$ cat config.mk
export PLATFORM = sky130hd
export DESIGN_NAME = insn_memory
export DESIGN_NICKNAME = d
export VERILOG_FILES = /design/src/rtl/core_cfg_pkg.sv /design/src/rtl/isa_pkg.sv /design/src/rtl/insn_memory.sv
export SDC_FILE = /design/constraint.sdc
export NUM_CORES = 2
export LEC_CHECK = 0
export BUFFER_PORTS_ARGS = -buffer_cell sky130_fd_sc_hd__buf_2
export CORE_ASPECT_RATIO = 0.9
export CORE_MARGIN = 1
export CORE_UTILIZATION = 60
export DETAILED_ROUTE_END_ITERATION = 6
export GPL_ROUTABILITY_DRIVEN = 0
export PLACE_DENSITY = 0.76
export SLEW_MARGIN = 10
export SYNTH_ARGS = -nofsm -noshare
export SYNTH_HDL_FRONTEND = slang
export SYNTH_SLANG_ARGS = --single-unit
$ cat constraint.sdc
create_clock -name clk -period 8.55 [get_ports clk]
set_input_delay 0 -clock clk [delete_from_list [all_inputs] [get_ports clk]]
set_output_delay 0 -clock clk [all_outputs]
set_load 0.005 [all_outputs]
$ cat src/rtl/core_cfg_pkg.sv
package core_cfg_pkg;

    localparam int REG_W = 32;
    localparam int REG_COUNT = 16;
    localparam int INSN_DEPTH = 64;
    localparam int DATA_ADDR_W = 16;

    typedef logic [REG_W-1:0] reg_word_t;
    typedef logic [DATA_ADDR_W-1:0] mem_addr_t;

    typedef enum logic [1:0] {
        MEM_IDLE  = 2'd0,
        MEM_READ  = 2'd1,
        MEM_WRITE = 2'd2
    } mem_enable_t;

    // operand source in execute
    typedef logic [1:0] fwd_sel_t;
    localparam fwd_sel_t FWD_REG = 2'd0;
    localparam fwd_sel_t FWD_MEM = 2'd1;
    localparam fwd_sel_t FWD_WB = 2'd2;

endpackage

$ cat src/rtl/isa_pkg.sv
package isa_pkg;

    localparam int OPC_W = 4;
    localparam int REG_IDX_W = 4;
    localparam int CONST_W = 24;
    localparam int TARGET_W = 16;
    localparam int INSN_PTR_W = $clog2(core_cfg_pkg::INSN_DEPTH);

    typedef enum logic [OPC_W-1:0] {
        NOP       = 4'd0,
        READY     = 4'd1,
        ADD       = 4'd2,
        SUB       = 4'd3,
        MUL       = 4'd4,
        AND       = 4'd5,
        OR        = 4'd6,
        XOR       = 4'd7,
        LSHIFT    = 4'd8,
        RSHIFT    = 4'd9,
        CMPGE     = 4'd10,
        SET_CONST = 4'd11,
        LD        = 4'd12,
        ST        = 4'd13,
        BNZ       = 4'd14
    } opcode_t;

    typedef logic [REG_IDX_W-1:0] reg_idx_t;
    typedef logic [INSN_PTR_W-1:0] insn_ptr_t;

    // opcode sits in the top nibble in every view
    typedef union packed {
        struct packed {
            opcode_t          opcode;
            reg_idx_t         dst;
            reg_idx_t         src0;
            reg_idx_t         src1;
            reg_idx_t         src2;
            logic [11:0]      unused;
        } reg_form;
        struct packed {
            opcode_t          opcode;
            reg_idx_t         dst;
            logic [CONST_W-1:0] value;
        } const_form;
        struct packed {
            opcode_t          opcode;
            reg_idx_t         src0;
            logic [7:0]       pad;
            logic [TARGET_W-1:0] target;
        } branch_form;
    } insn_word_t;

    localparam insn_word_t NOP_WORD = '0;
    localparam insn_word_t READY_WORD = insn_word_t'({READY, 28'd0});

    function automatic logic is_alu_op(opcode_t op);
        return op inside {ADD, SUB, MUL, AND, OR, XOR, LSHIFT, RSHIFT, CMPGE};
    endfunction

    function automatic logic is_mem_op(insn_word_t insn);
        return insn.reg_form.opcode inside {LD, ST};
    endfunction

    function automatic logic writes_reg(insn_word_t insn);
        return is_alu_op(insn.reg_form.opcode) || insn.reg_form.opcode inside {SET_CONST, LD};
    endfunction

    function automatic logic reads_src_a(insn_word_t insn);
        return is_alu_op(insn.reg_form.opcode) || insn.reg_form.opcode inside {LD, ST, BNZ};
    endfunction

    function automatic logic reads_src_b(insn_word_t insn);
        return is_alu_op(insn.reg_form.opcode) || insn.reg_form.opcode inside {LD, ST};
    endfunction

    // branch keeps its condition register where dst usually lives
    function automatic reg_idx_t src_a_idx(insn_word_t insn);
        return (insn.reg_form.opcode == BNZ) ? insn.branch_form.src0 : insn.reg_form.src0;
    endfunction

endpackage

$ cat src/rtl/insn_memory.sv
`timescale 1ns/1ps

module insn_memory
    import core_cfg_pkg::*;
    import isa_pkg::*;
(
    input  logic       clk,
    input  logic       wr_en,
    input  insn_ptr_t  wr_addr,
    input  insn_word_t wr_data,
    input  insn_ptr_t  rd_addr,
    output insn_word_t rd_data
);

    insn_word_t mem [INSN_DEPTH];

    // host side load port
    always_ff @(posedge clk)
    begin
        if (wr_en)
            mem[wr_addr] <= wr_data;
    end

    assign rd_data = mem[rd_addr]; // fetch reads in the same cycle

endmodule

-- After elaboration in Yosys (flattened, before gate mapping)
Memories as Yosys holds them, arrays and structs flattened.
Cells that the tools add are included.
- mux-type cells: 2
- operators with widths (cell ; number):
    1-bit 2-to-1 mux ; 2
- bits in registers: 0
- memory bits (writable): 2048
- input bits: 46
- output and inout port bits: 32
- word-level logic and storage cells: 3
- memories: 1
- memories (name ; words ; width ; read ports ; clocked after memory_dff ; wr ports ; RTL line ; text):
    mem ; 64 ; 32 ; 1 ; 0 ; 1 ; insn_memory.sv:15 ; insn_word_t mem [INSN_DEPTH];

-- Logic depth before layout (Yosys ltp)
- word-level depth: 2
- depth in mapped cells: 10
- mapped depth without buffers: 5

-- Worst setup path after synthesis
Ideal clock, no wire load.
- path type: input -> register
- start: input port wr_addr[3]
- end: memory mem[48][0] (netlist bit), enable pin
- library setup time: 0.461 ns
- data arrival time: 2.699 ns
- required time: 8.089 ns
- path slack: 5.390 ns
- stages on the path: 4
- buffers on the path: 1
- path through: clkbuf_1 nor2b_1 nand4b_1 nor3_1
- RTL lines (what ; RTL line ; text):
    from (decl) ; insn_memory.sv:9 ; input insn_ptr_t wr_addr,
    to (decl) ; insn_memory.sv:15 ;
No word-level cell before the write port.

==> run_results.csv <==
group,metric,value,unit
outcome,status,"completed",
pwr,power.total,20500,uW
pwr,clock_power_share,0.407,
grt,grt_pass1_wl,286000,um
sta,setup_viol,0,
floorplanning,dieArea,131000,um^2
floorplanning,row_count,125,
drt,wire_per_inst,38.0,um
cells_and_area,final_cell_mix,"edfxtp_1, mux4_2, clkbuf_16",
grt,antenna_found_initial,17,
grt,top_usage_layer,"met2",
cts,clkSinkCount,2048,
logic_synthesis,netlist_area,77900,um^2
logic_synthesis,avgSynthCellArea,23.7,um^2
grt,grtUsageTotal,0.317,
floorplanning,start_util,0.604,
setup_path,crit_type,"input port to output port",
sta,finalSetupTns,0,ns
pwr,swShare,0.210,
pwr,p_sw,4310,uW
drt,first_pass_iters,6,
drt,drt-total-wl,204000,um
cells_and_area,reg_top3,"mem (2048)",
pwr,comb_power_share,0.050,
floorplanning,die_h,344,um
sta,drv_slew,0,
drt,antenna_left,0,
setup_path,crit_end,"rd_data[19]",
flow_run,drv_cap,0,
cts,cts-root-buf,"clkbuf_16",
logic_synthesis,synth_fp_nets,3338,
sta,slew_headroom,0.0698,
grt,grt_max_degree,133,
setup_path,cp-startpoint,"rd_addr[3]",
cts,tritoncts,"yes",
pwr,vdd_drop_max,0.226,mV
cells_and_area,area_growth,11.9,%
logic_synthesis,yosysTopAreaCell,"edfxtp_1",
sta,fin_crit_sh,0.443,
hold_path,hp-class,"input port to flip-flop",
cts,path_clk_slew,0.06,ns
cells_and_area,mostFrequentLayoutCell,"edfxtp_1",
pwr,power_density,235,nW/um^2
place,place.port_buffers,77,
sta,clock.fmax,0.264,GHz
setup_path,path_buf_inv,3,
logic_synthesis,synth_area_leaders,"edfxtp_1, mux4_2, mux2i_1",
setup_path,path_max_fanout,34,
setup_path,critical-path-top-delay-family,"buffers and inverters",
logic_synthesis,post_synth_num_cell_types,33,
logic_synthesis,yosysWarnings,0,
setup_path,crit_chain,"buf_4 > buf_4 > nand2b_1 > o22ai_1 > nor2_1 > a21oi_1 > nor2_1 > buf_2",
drt,drc,0,
pwr,internal-power,16200,uW
cells_and_area,largest_register_ffs,2048,
logic_synthesis,synth_cells,3292,
setup_path,critPathMaxStageDelay,0.82,ns
cts,post_cts_buffers,0,
grt,grt_overflow_total,0,
cells_and_area,drive_above_1_share,0.287,
cts,cts_buffers,189,
floorplanning,core-area,129000,um^2
cells_and_area,largest_register,"mem",
sta,worst_pin_slew,1.40,ns
setup_path,crit_path_top_delay_cell,"nand2b_1",
grt,use_met3,0.0895,
floorplanning,fp.dieW,382,um
cells_and_area,nNetsFinal,3543,
sta,hold_viol,0,
logic_synthesis,synth_seq_cells,2048,
sta,finalCriticalPeriod,3.79,ns
pwr,p_leak,0.0270,uW
setup_path,cp.arrival,3.79,ns
sta,rsz0062_at_grt,"no",
setup_path,worstSetupEndpointType,"output port",
setup_path,cp_data_required_time,8.55,ns
setup_path,start_kind,"input port",
logic_synthesis,synth-seq-area-share,0.790,
place,dp_hpwl,103000,um
pwr,seqPwrFrac,0.543,
drt,vias,38500,
drt,vias_per_cell,7.15,
floorplanning,io_pins,78,
drt,drtIter0Drc,6381,
setup_path,cp.depth,8,
grt,grt_pass1_vias,39000,
grt,use_met2,0.499,
grt,met1_usage,0.424,
cts,htreeDepth,4,
logic_synthesis,synth_top_area_share,0.790,
cts,cts_max_path_buffers,3,
## worst min-delay path by stage
stage                            from     endpoint  slack (ns)  depth (start not counted)
after global placement     wr_data[7]    mem[8][7]        0.69                          2
after floorplan            wr_data[0]    mem[0][0]         0.1                          0
after CTS                  wr_data[2]    mem[0][2]      0.0009                          1
after detailed placement   wr_data[7]    mem[8][7]        0.71                          2
final                     wr_data[30]  mem[25][30]       0.007                          1
after global routing      wr_data[30]  mem[30][30]        0.03                          1
## cell usage after synthesis, drive strengths merged
library cell  instances
a22oi                12
o22ai                84
and2                  2
mux2i                93
o32ai                 4
buf                 108
a21oi                62
and3                  4
nor2                137
or2                   3
o221ai               27
nor2b                15
or3b                  5
or3                   3
nand4                 2
nand3b                5
mux4                544
nand2                26
nand2b                8
a31oi                 1
nand3                 5
clkbuf               74
a41o                  4
nor3                  7
edfxtp             2048
a311oi                8
nand4b                1
## cell families after synthesis
| kind of cell | Yosys count | share of synthesized area |
|---|---|---|
| AOI/OAI and AO/OA | 202 | 0.0169 |
| muxes | 637 | 0.169 |
| and+or+nand+nor | 223 | 0.0128 |
| buffers and inverters | 182 | 0.0114 |
| DFF | 2048 | 0.790 |
## repair_timing
action / CTS / global route
resized for setup: 0 / 0
hold endpoints to repair: 844 / 192
setup endpoints to repair: 0 / 0
hold buffers: 20 / 3
## cell type report
cell class | count | area (um^2)
Clock inverter | 120 | 1040
Antenna cell | 8 | 20.0
Sequential cell | 2048 | 61500
Multi-Input combinational cell | 1062 | 16000
Fill cell | 7562 | 41700
Tap cell | 1714 | 2140
Clock buffer | 229 | 5030
Timing Repair Buffer | 196 | 1450
## through the flow
stage | hold slack [ns] | instances | cell area (um^2) | utilization | setup WS [ns]
4_1_cts | 0.000910 | 5365 | 87100 | 0.676 | 4.80
5_1_grt | 0.0257 | 5373 | 87100 | 0.676 | 4.57
2_1_floorplan | 0.0989 | 3292 | 77900 | - | 5.39
6_report | 0.00669 | 5377 | 87100 | 0.676 | 4.76
3_5_place_dp | 0.714 | 4996 | 80800 | 0.627 | 4.80
3_3_place_gp | 0.688 | 4996 | 80800 | 0.627 | 4.78
## metal layers
metal / vias to the layer above / routed length [um]
met2: 3197 / 97400
met1: 20200 / 69900
met5: - / 33
met4: 6 / 8530
li1: 14600 / -
met3: 529 / 28400
## power groups by stage
stage	combinational [uW]	sequential (uW)	clock (uW)
6_report	1030	11100	8350
5_1_grt	1070	11100	8740
4_1_cts	1020	11100	8380
3_5_place_dp	992	11400	0
3_3_place_gp	960	11300	0
2_1_floorplan	555	11300	0
No activity file was read; power rests on OpenSTA's default activity.
