===== config.mk =====
export PLATFORM = sky130hd
export DESIGN_NAME = hazard_unit
export DESIGN_NICKNAME = d
export VERILOG_FILES = /design/src/rtl/core_cfg_pkg.sv /design/src/rtl/isa_pkg.sv /design/src/rtl/hazard_unit.sv
export SDC_FILE = /design/constraint.sdc
export NUM_CORES = 1
export LEC_CHECK = 0
export ABC_AREA = 1
export BUFFER_PORTS_ARGS = -buffer_cell sky130_fd_sc_hd__buf_2
export CORE_MARGIN = 1.5
export CORE_UTILIZATION = 24
export DETAILED_ROUTE_END_ITERATION = 8
export PLACE_DENSITY_LB_ADDON = 0.3
export SLEW_MARGIN = 20
export SYNTH_ARGS = -nofsm -noshare
export SYNTH_HDL_FRONTEND = slang
export SYNTH_SLANG_ARGS = --single-unit
export TNS_END_PERCENT = 20

===== constraint.sdc =====
create_clock -name vclk -period 0.94
set_input_delay 0.094 -clock vclk [all_inputs]
set_output_delay 0.094 -clock vclk [all_outputs]
set_load 0.005 [all_outputs]

===== src/rtl/core_cfg_pkg.sv =====
package core_cfg_pkg;

    localparam int REG_W = 32;
    localparam int REG_COUNT = 16;
    localparam int INSN_DEPTH = 64;
    localparam int DATA_ADDR_W = 16;

    typedef logic [REG_W-1:0] reg_word_t;
    typedef logic [DATA_ADDR_W-1:0] mem_addr_t;

    typedef enum logic [1:0] {
        MEM_IDLE  = 2'd0,
        MEM_READ  = 2'd1,
        MEM_WRITE = 2'd2
    } mem_enable_t;

    // operand source in execute
    typedef logic [1:0] fwd_sel_t;
    localparam fwd_sel_t FWD_REG = 2'd0;
    localparam fwd_sel_t FWD_MEM = 2'd1;
    localparam fwd_sel_t FWD_WB = 2'd2;

endpackage


===== src/rtl/isa_pkg.sv =====
package isa_pkg;

    localparam int OPC_W = 4;
    localparam int REG_IDX_W = 4;
    localparam int CONST_W = 24;
    localparam int TARGET_W = 16;
    localparam int INSN_PTR_W = $clog2(core_cfg_pkg::INSN_DEPTH);

    typedef enum logic [OPC_W-1:0] {
        NOP       = 4'd0,
        READY     = 4'd1,
        ADD       = 4'd2,
        SUB       = 4'd3,
        MUL       = 4'd4,
        AND       = 4'd5,
        OR        = 4'd6,
        XOR       = 4'd7,
        LSHIFT    = 4'd8,
        RSHIFT    = 4'd9,
        CMPGE     = 4'd10,
        SET_CONST = 4'd11,
        LD        = 4'd12,
        ST        = 4'd13,
        BNZ       = 4'd14
    } opcode_t;

    typedef logic [REG_IDX_W-1:0] reg_idx_t;
    typedef logic [INSN_PTR_W-1:0] insn_ptr_t;

    // opcode sits in the top nibble in every view
    typedef union packed {
        struct packed {
            opcode_t          opcode;
            reg_idx_t         dst;
            reg_idx_t         src0;
            reg_idx_t         src1;
            reg_idx_t         src2;
            logic [11:0]      unused;
        } reg_form;
        struct packed {
            opcode_t          opcode;
            reg_idx_t         dst;
            logic [CONST_W-1:0] value;
        } const_form;
        struct packed {
            opcode_t          opcode;
            reg_idx_t         src0;
            logic [7:0]       pad;
            logic [TARGET_W-1:0] target;
        } branch_form;
    } insn_word_t;

    localparam insn_word_t NOP_WORD = '0;
    localparam insn_word_t READY_WORD = insn_word_t'({READY, 28'd0});

    function automatic logic is_alu_op(opcode_t op);
        return op inside {ADD, SUB, MUL, AND, OR, XOR, LSHIFT, RSHIFT, CMPGE};
    endfunction

    function automatic logic is_mem_op(insn_word_t insn);
        return insn.reg_form.opcode inside {LD, ST};
    endfunction

    function automatic logic writes_reg(insn_word_t insn);
        return is_alu_op(insn.reg_form.opcode) || insn.reg_form.opcode inside {SET_CONST, LD};
    endfunction

    function automatic logic reads_src_a(insn_word_t insn);
        return is_alu_op(insn.reg_form.opcode) || insn.reg_form.opcode inside {LD, ST, BNZ};
    endfunction

    function automatic logic reads_src_b(insn_word_t insn);
        return is_alu_op(insn.reg_form.opcode) || insn.reg_form.opcode inside {LD, ST};
    endfunction

    // branch keeps its condition register where dst usually lives
    function automatic reg_idx_t src_a_idx(insn_word_t insn);
        return (insn.reg_form.opcode == BNZ) ? insn.branch_form.src0 : insn.reg_form.src0;
    endfunction

endpackage


===== src/rtl/hazard_unit.sv =====
`timescale 1ns/1ps

module hazard_unit
    import core_cfg_pkg::*;
    import isa_pkg::*;
(
    input  insn_word_t insn_d,
    input  insn_word_t insn_x,
    input  insn_word_t insn_m,
    input  insn_word_t insn_w,
    output logic       stall,
    output fwd_sel_t   fwd_a,
    output fwd_sel_t   fwd_b,
    output fwd_sel_t   fwd_c,
    output logic       fwd_m_addr,
    output logic       fwd_m_data
);

    logic x_is_load;
    logic w_is_load;
    logic x_store;
    reg_idx_t load_dst;

    // youngest writer wins, loads in memory never forward
    function automatic fwd_sel_t select_source(logic used, reg_idx_t idx,
                                               insn_word_t older_m, insn_word_t older_w);
        fwd_sel_t sel;
        sel = FWD_REG;
        if (used && writes_reg(older_m) && older_m.reg_form.opcode != LD
                && older_m.reg_form.dst == idx)
            sel = FWD_MEM;
        else if (used && writes_reg(older_w) && older_w.reg_form.dst == idx)
            sel = FWD_WB;
        return sel;
    endfunction

    assign x_is_load = (insn_x.reg_form.opcode == LD);
    assign w_is_load = (insn_w.reg_form.opcode == LD);
    assign x_store = (insn_x.reg_form.opcode == ST);
    assign load_dst = insn_x.reg_form.dst;

    // LD/ST base and store data get patched one stage later
    assign stall = x_is_load
        && ((reads_src_a(insn_d) && !is_mem_op(insn_d) && src_a_idx(insn_d) == load_dst)
            || (reads_src_b(insn_d) && insn_d.reg_form.src1 == load_dst));

    assign fwd_a = select_source(reads_src_a(insn_x), src_a_idx(insn_x), insn_m, insn_w);
    assign fwd_b = select_source(reads_src_b(insn_x), insn_x.reg_form.src1, insn_m, insn_w);
    assign fwd_c = select_source(x_store, insn_x.reg_form.src2, insn_m, insn_w);

    assign fwd_m_addr = is_mem_op(insn_m) && w_is_load
        && insn_w.reg_form.dst == insn_m.reg_form.src0;
    assign fwd_m_data = insn_m.reg_form.opcode == ST && w_is_load
        && insn_w.reg_form.dst == insn_m.reg_form.src2;

endmodule


## After elaboration in Yosys (flattened, before gate mapping)

Index checks and enable logic that the tools add are counted.

- Multiplexer cells: 8
- Shift operators: 0
- Multipliers: 0
- $add $sub $neg: 0
- Eq/ne operators: 58
- Div/mod/pow operators: 0
- Reductions and logical operators: 42
- Order comparisons: 0
- Bitwise logic cells: 0

Operator list:

| kind | count |
|---|---|
| 4-bit == test (second input constant) | 23 |
| 4-bit by 3-bit == test with 1-bit output (second input constant) | 16 |
| 4-bit == test | 10 |
| 9-bit nonzero test | 4 |
| 4-bit by 2-bit == test with 1-bit output (second input constant) | 8 |
| 1-bit logical AND | 23 |
| 2-bit two-way mux | 6 |
| 2-bit nonzero test | 5 |
| 4-bit two-way mux | 2 |
| 1-bit logical OR | 7 |
| 3-bit nonzero test | 2 |
| 4-bit != test (second input constant) | 1 |
| 1-bit zero test | 1 |

- Word-level logic and storage cells: 108
- Input bits: 128
- Memory bits (read-only): 0
- Memories: 0
- Flip-flop bits (word level): 0
- Latch bits: 0
- Memory bits (writable): 0
- Output and inout port bits: 9

## Longest topological paths before layout

Gate-level depths: netlist (run 1).

- Depth in word-level cells: 7
- Mapped depth: 11

## Least setup slack after synthesis (run 1)

OpenSTA, ideal clock, no wires.

- Path kind: input-to-output
- Start: in insn_x[30] in the netlist's numbering
- End: out fwd_a[1]
- Cell stages on the path: 11
- Slack: -0.057 ns
- Buffers on the path: 1
- Arrival: 0.903 ns
- Path through: nand2_2 > inv_2 > nand2_2 > buf_6 > nand2_2 > o21ai_2 > nand2_1 > nand2_1 > nand3_2 > nor2_4 > nor2_1

- Word-level cells in the longest chain between the ends: 7
- Elaborated cells between the ends (all ways): 25
- Those cells by class: 14 x eq/ne; 3 x mux; 8 x reduce/logical

Ends and longest elaborated chain:

| what | line | source |
|---|---|---|
| from (decl) | hazard_unit.sv:8 | `input insn_word_t insn_x,` |
| 4-bit by 2-bit == test with 1-bit output, or another cell as far along | isa_pkg.sv:57 | `return op inside {ADD, SUB, MUL, AND, OR, XOR, LSHIFT, RSHIFT, CMPGE};` |
| 9-bit nonzero test / 3-bit nonzero test (equally long branches) | isa_pkg.sv:57, isa_pkg.sv:69 |  |
| 1-bit logical OR | isa_pkg.sv:69 | `return is_alu_op(insn.reg_form.opcode) \|\| insn.reg_form.opcode inside {LD, ST, BNZ};` |
| 1-bit logical AND, on equally long branches (2 in a row) | hazard_unit.sv:32, hazard_unit.sv:29 |  |
| 2-bit two-way mux / 1-bit logical AND (equally long branches) | hazard_unit.sv:32, hazard_unit.sv:30 |  |
| 2-bit two-way mux * | hazard_unit.sv:29 | `if (used && writes_reg(older_m) && older_m.reg_form.opcode != LD` |
| to (decl) | hazard_unit.sv:12 | `output fwd_sel_t fwd_a,` |

Every way passes the cells marked *; elsewhere a longest branch is shown, timed or not.

## Worst setup path after layout (run 1)

- Start: in insn_x[28] in the netlist's numbering
- End: out fwd_a[1]

The elaborated chain is that of the path after synthesis.

==> flow_summary.yaml, run 1 <==
sta:
  fin_ws_ns: -0.4143
  fmax_mhz: 738.4
  post-route-min-period_ns: 1.354
  slew_headroom: 0.8091
  post-route-period-util: 1.441
  hold_ws_ns: 0.5409
  worst_pin_slew_ns: 0.2854
  setup_viol: 9
  fin_setup_tns_ns: -2.595
  hold_viol: 0
  grt_setup_unrepaired: "true"
  slew_viol_final: 0
critical_path:
  startpoint_type: "input pin"
  cp.arrival_ns: 1.26
  critPathMaxFanout: 5
  critPathCaptureType: "primary output"
  critPathRequiredTime_ns: 0.85
  critical_path_class: "input pin to primary output"
floorplanning:
  die_h_um: 67.66
  rows: 23
  dieArea_um2: 4578
  start_util: 0.2509
  ios: 137
  die_width_um: 67.66
  placeableCoreArea_um2: 4000
yosys:
  yosys_warnings: 0
  syn-cell-area_um2: 1003
  muxShareOfSynthArea: 0
  synth_cell_type_count: 28
  yosys.area.top_type: "nand2_1"
  syn_area_per_cell_um2: 5.120
  synth.most_common_cell: "nand2_1"
  ys_seq_area_frac: 0
  synth_top_family_by_area: "simple AND/OR/NAND/NOR gates"
  synth.top_cells.by_count: "56 x nand2_1, 27 x inv_1, 21 x nor2_1, 14 x xnor2_1, 13 x nand3_1"
  synthAdderAreaFrac: 0
  synth_xor_area_frac: 0.1920
  synthCells: 196
  synth.area.top_cells: "nand2_1 21%, xnor2_1 12%, inv_1 10%, nor2_1 7.9%, xor2_1 7.0%"
  yosys.area_share.simple: 0.5499
  syn_nets: 324
  synth_top_cell_area_share: 0.2095
  synth-compound-area-share: 0.1234
drt:
  via_count: 1500
  drt-vias-per-instance: 4.310
  post_drt_wl_per_cell_um: 10.86
  ant_nets: 0
  totalWireLength_mm: 3.778
  drt-initial-drc-count: 60
  drt_first_pass_iters: 4
  drc_errors: 0
global_route:
  overflow: 0
  grt_max_degree: 8
  antenna_found_initial: 0
  track_usage: 0.1556
  grt_pass1_vias: 1373
  grt_first_pass_wirelength_mm: 5.644
layout:
  multi_input_area_um2: 993.5
  final_core_util: 0.4567
  nFillCells: 445
  clock_buffers: 0
  area_growth_syn_to_layout_pct: 82.04
  seq_area_um2: 0
  drive_gt1_frac: 0.4732
  diodes: 0
  seq_cells: 0
  final_net_count: 428
pwr:
  p_leak_nw: 1.022
  p_per_area_nw_per_um2: 404.7
  ir_worst_vdd_uv: 145.3
min_path:
  min_from: "insn_m[21]"
  hold_path_class: "input pin to primary output"
  holdPathStages: 5
  min_to: "fwd_m_addr"
run_status:
  violations: "negative setup slack"
  status: "complete, but fails checks"
place:
  port_buffers: 69
  place.gp.congestion: 0.8022
  dpl.hpwl_mm: 3.007
  place_ws_ns: -0.4493
flow_run:
  drv_cap: 0
==> metrics by stage <==
step	cell area, um2	cells	total power, mW
floorplan	1003	196	0.3137
global placement	1625	343	0.6341
detailed placement	1625	343	0.6420
CTS	1732	346	0.6915
global route	1827	348	0.8146
finish	1827	348	0.7393
==> cells by family (layout without fill, tap and decap cells) <==
group,after synthesis,in the layout
AND/OR/NAND/NOR,120,121
buffers and inverters,34,135
XOR/XNOR,22,22
AO/OA/AOI/OAI,20,20
==> area by class of cell <==
class                      count  area share
timing repair buffer         104      0.3555
tap                           50     0.03425
inverter                      31     0.06644
multi-input combinational    163      0.5438
==> worst max path at each step <==
stage,to,start,cells after the start
CTS,fwd_a[1],insn_x[29],12
floorplan,fwd_a[1],insn_x[29],10
global route,fwd_a[1],insn_x[28],10
detailed placement,fwd_a[1],insn_x[28],12
finish,fwd_a[1],insn_x[28],11
global placement,fwd_a[1],insn_x[28],10
==> critical path, stage by stage <==
cell	delay, ns
buf_8	0.10
nor2_4	0.17
buf_4	0.16
nand2_4	0.08
o21ai_4	0.15
nand2_1	0.06
nand2_1	0.07
nand3_2	0.09
nor2_4	0.11
nor2_1	0.04
buf_2	0.12
==> timing repair <==
| item | CTS | global route |
|---|---|---|
| hold buffers | 0 | 0 |
| setup buffers | 2 | 2 |
| resized for setup | 20 | 18 |
| gates cloned | 1 | 0 |
| pin swaps | 10 | 10 |
| endpoints found under the setup margin | 9 | 9 |
==> layer usage <==
| metal | track usage | wire, um |
|---|---|---|
| met3 | 0.01500 | 214 |
| met1 | 0.2136 | 1687 |
| met5 | 0 | 0 |
| met4 | 0.01786 | 21 |
| met2 | 0.2684 | 1854 |
==> cells in the final DEF (no fill, tap or decap), types with 2 or more instances in the layout <==
master,n
buf_2,66
nand2_1,54
buf_4,31
inv_1,27
nor2_1,16
xnor2_1,14
nand3_1,12
xor2_1,8
o21ai_0,7
nand4_1,6
nand2_2,6
o21ai_2,5
buf_6,5
nor2_2,4
nor2_4,4
nor3_1,4
nand3_2,3
nand2_4,3
nand3b_1,2
inv_4,2
or2_1,2
or2_2,2
a21oi_1,2
buf_8,2
==> power by group <==
group | switching, mW | leakage (nW) | internal (mW)
sequential | 0 | 0 | 0
combinational | 0.375 | 1.02 | 0.364
clock | 0 | 0 | 0
total | 0.375 | 1.02 | 0.364
No activity file was read; power rests on OpenSTA's default activity.
==> run 2: changes to the inputs <==
- PLACE_DENSITY: unset -> 0.72
- PLACE_DENSITY_LB_ADDON: 0.3 -> unset
- clock period: 0.94 -> 1.6 ns (I/O delays scaled with it)
==> flow_summary.yaml, run 2 (synthesis results as in run 1) <==
run_status:
  status: "finished, final reports clean"
floorplanning:
  ios: 137
  die_h_um: 67.66
  die_width_um: 67.66
  start_util: 0.2509
  placeableCoreArea_um2: 4000
  dieArea_um2: 4578
  rows: 23
sta:
  post-route-period-util: 0.9429
  setup_viol: 0
  hold_ws_ns: 0.6738
  slew_headroom: 0.7936
  fin_setup_tns_ns: 0
  slew_viol_final: 0
  fmax_mhz: 662.9
  post-route-min-period_ns: 1.509
  hold_viol: 0
  grt_setup_unrepaired: "true"
  worst_pin_slew_ns: 0.3096
layout:
  area_growth_syn_to_layout_pct: 46.26
  seq_cells: 0
  final_net_count: 398
  layout_commonest_cell: "buf_2"
  nFillCells: 442
  clock_buffers: 0
  layout_common_cells: "68 x buf_2, 55 x nand2_1, 27 x inv_1, 20 x nor2_1, 14 x xnor2_1"
  seq_area_um2: 0
  final_core_util: 0.3669
  drive_gt1_frac: 0.3731
  diodes: 0
global_route:
  overflow: 0
  grt_pass1_vias: 1104
  grt_max_degree: 13
  track_usage: 0.1253
  grt_first_pass_wirelength_mm: 4.629
  antenna_found_initial: 0
drt:
  drt_first_pass_iters: 4
  post_drt_wl_per_cell_um: 10.33
  drt-initial-drc-count: 41
  totalWireLength_mm: 3.285
  ant_nets: 0
  drc_errors: 0
  drt-vias-per-instance: 4.421
  via_count: 1406
pwr:
  power_switching_uw: 186.1
  seqPwrFrac: 0
  p_per_area_nw_per_um2: 232.6
  power.share.clock: 0
  pwr-share-comb: 1.000
  swShare: 0.5454
  p_int_uw: 155.2
  p_leak_nw: 0.8468
  ir_worst_vdd_uv: 81.51
place:
  dpl.hpwl_mm: 2.766
  place.gp.congestion: 0.8275
  port_buffers: 69
critical_path:
  critPathMaxFanout: 6
  critical_path_class: "input pin to primary output"
  critPathCaptureType: "primary output"
  cp.arrival_ns: 1.35
  critPathRequiredTime_ns: 1.44
  startpoint_type: "input pin"
min_path:
  hold_path_class: "input pin to primary output"
flow_run:
  drv_cap: 0
clock_network:
  postCtsHoldBufs: 0
## run 2: cell count changes in the layout (fill, tap and decap cells not counted), sizes merged
cell,previous run,this run
buf,104,74
## run 2: cell type report
type	instances	area (um2)	share of cell area
Inverter	31	116.4	0.07928
Multi-Input combinational cell	163	899.6	0.6130
Tap cell	50	62.56	0.04263
Timing Repair Buffer	74	389.1	0.2651
## run 2: power groups by stage
stage                     registers [mW]  clock network (mW)  logic [mW]
after floorplan                        0                   0       0.184
after global placement                 0                   0       0.321
after detailed placement               0                   0       0.326
after CTS                              0                   0       0.328
after global routing                   0                   0       0.380
final                                  0                   0       0.341
## run 2: worst max-delay path: stages
cell and delay (ns):
buf_4 0.10, inv_2 0.05, nor2_4 0.15, nand2_4 0.10, buf_4 0.15, o21ai_2 0.13
nand2_1 0.08, nand2_2 0.07, nand3_2 0.09, nor2_4 0.10, nor2_1 0.05, buf_2 0.12
## run 2: repair_timing
item | CTS | global route
endpoints found under the hold margin | 0 | 0
setup buffers | 0 | 1
setup endpoints to repair | 0 | 4
gates resized for setup | 0 | 8
## run 2: metrics by stage
step	instances	power, mW	instance area, um2	worst slack, ns
2_1_floorplan	196	0.1843	1003	0.4713
3_3_place_gp	316	0.3211	1423	0.04498
3_5_place_dp	316	0.3263	1423	0.01808
4_1_cts	316	0.3280	1423	0.01516
5_1_grt	318	0.3803	1468	-0.01375
6_report	318	0.3413	1468	0.09137
## run 2: layer usage
metal	wire, um	global-route usage
met1	1570	0.1850
met2	1577	0.2157
met3	137	0
met4	0	0
met5	0	0
## run 2: final timing paths
check	slack, ns	from	endpoint	cells after the start
max	0.09	insn_x[29]	fwd_a[1]	12
min	0.67	insn_m[28]	fwd_m_data	4
==> run 3: changes to the inputs <==
- clock period: 1.6 -> 1.83 ns (I/O delays scaled with it)
==> flow_summary.yaml, run 3 (synthesis results as in run 1) <==
floorplanning:
  start_util: 0.2509
  dieArea_um2: 4578
  placeableCoreArea_um2: 4000
  rows: 23
  ios: 137
  die_h_um: 67.66
  die_width_um: 67.66
global_route:
  grt_max_degree: 15
  overflow: 0
  antenna_found_initial: 0
  grt_first_pass_wirelength_mm: 4.671
  track_usage: 0.1260
  grt_pass1_vias: 1153
critical_path:
  crit_end: "fwd_a[1]"
  critPathCaptureType: "primary output"
  critical_path_class: "input pin to primary output"
  startpoint_type: "input pin"
  crit_path_top_delay_cell: "nand2_2"
  critPathLaunch: "insn_x[30]"
  cp.arrival_ns: 1.45
  critPathRequiredTime_ns: 1.65
  crit_chain: "buf_2 -> nand2_2 -> inv_2 -> nand2_2 -> nand2_1 -> o21ai_1 -> or2_0 -> nand3_2 -> nor2_4 -> nor2_1 -> buf_2"
  slowest_delay_ns: 0.25
  critPathMaxFanout: 14
layout:
  layout_commonest_cell: "buf_2"
  area_growth_syn_to_layout_pct: 39.15
  layout_common_cells: "69 x buf_2, 56 x nand2_1, 27 x inv_1, 21 x nor2_1, 14 x xnor2_1"
  final_net_count: 392
  layout.cells.non_filler: 312
  diodes: 0
  drive_gt1_frac: 0.3473
  seq_cells: 0
  clock_buffers: 0
  final_core_util: 0.3491
  seq_area_um2: 0
  nFillCells: 466
drt:
  drt-initial-drc-count: 23
  via_count: 1377
  drc_errors: 0
  post_drt_wl_per_cell_um: 9.696
  totalWireLength_mm: 3.025
  ant_nets: 0
  drt-vias-per-instance: 4.413
  drt_first_pass_iters: 4
place:
  place.gp.congestion: 0.8197
  port_buffers: 69
  dpl.hpwl_mm: 2.755
  dp.cells: 312
sta:
  slew_viol_final: 0
  post-route-min-period_ns: 1.636
  fin_setup_tns_ns: 0
  worst_pin_slew_ns: 0.3558
  slew_headroom: 0.7606
  fmax_mhz: 611.4
  hold_ws_ns: 0.7079
  hold_viol: 0
  grt_setup_unrepaired: "false"
  setup_viol: 0
  post-route-period-util: 0.8938
pwr:
  p_leak_nw: 0.8094
  p_per_area_nw_per_um2: 200.9
  ir_worst_vdd_uv: 55.65
min_path:
  hold_path_class: "input pin to primary output"
clock_network:
  cts_setup_buffers: 0
run_status:
  status: "finished, final reports clean"
flow_run:
  drv_cap: 0
[run 3: metal layers]
| metal | GRT usage | part of all wire | vias to the layer above | wire (um) |
|---|---|---|---|---|
| li1 | - | - | 751 | - |
| met1 | 0.1742 | 0.47 | 589 | 1420 |
| met2 | 0.2255 | 0.48 | 35 | 1447 |
| met3 | 0.005000 | 0.046 | 2 | 138 |
| met4 | 0.005102 | 0.0060 | 0 | 18 |
| met5 | 0 | 0 | - | 0 |
[run 3: power by group]
| group | internal [mW] | total (mW) | switching, mW | leakage, nW |
|---|---|---|---|---|
| clock | 0 | 0 | 0 | 0 |
| combinational | 0.128 | 0.281 | 0.153 | 0.809 |
| sequential | 0 | 0 | 0 | 0 |
| total | 0.128 | 0.281 | 0.153 | 0.809 |
[run 3: critical path, delay by kind of cell]
family	cells	cell delay [ns]
simple gates	7	0.84
compound gates	1	0.14
buf+inv	3	0.28
[run 3: worst min path at each step]
stage,depth (start not counted),endpoint,start,slack (ns)
5_1_grt,4,fwd_m_data,insn_m[28],0.73
3_3_place_gp,5,fwd_m_addr,insn_m[21],0.71
3_5_place_dp,4,fwd_m_data,insn_m[28],0.71
6_report,4,fwd_m_data,insn_m[28],0.71
2_1_floorplan,2,fwd_m_data,insn_m[28],0.47
4_1_cts,4,fwd_m_data,insn_m[28],0.71
[run 3: repair_timing]
| item | 4_1_cts | 5_1_grt |
|---|---|---|
| endpoints found under the setup margin | 0 | 1 |
| endpoints found under the hold margin | 0 | 0 |
| gates resized for setup | 0 | 1 |
| hold buffers | 0 | 0 |
[run 3: cell type report]
class,count,area [um2],share of cell area
Inverter,31,116.4,0.08333
Multi-Input combinational cell,162,872.1,0.6246
Tap cell,50,62.56,0.04480
Timing Repair Buffer,69,345.3,0.2473
[run 3: metrics by stage]
step	power (mW)	setup slack [ns]	instance area, um2
floorplan	0.1611	0.6553	1003
global placement	0.2749	0.2050	1393
detailed placement	0.2799	0.1795	1393
finish	0.2805	0.1944	1396
CTS	0.2815	0.1741	1393
global route	0.3180	0.02827	1396
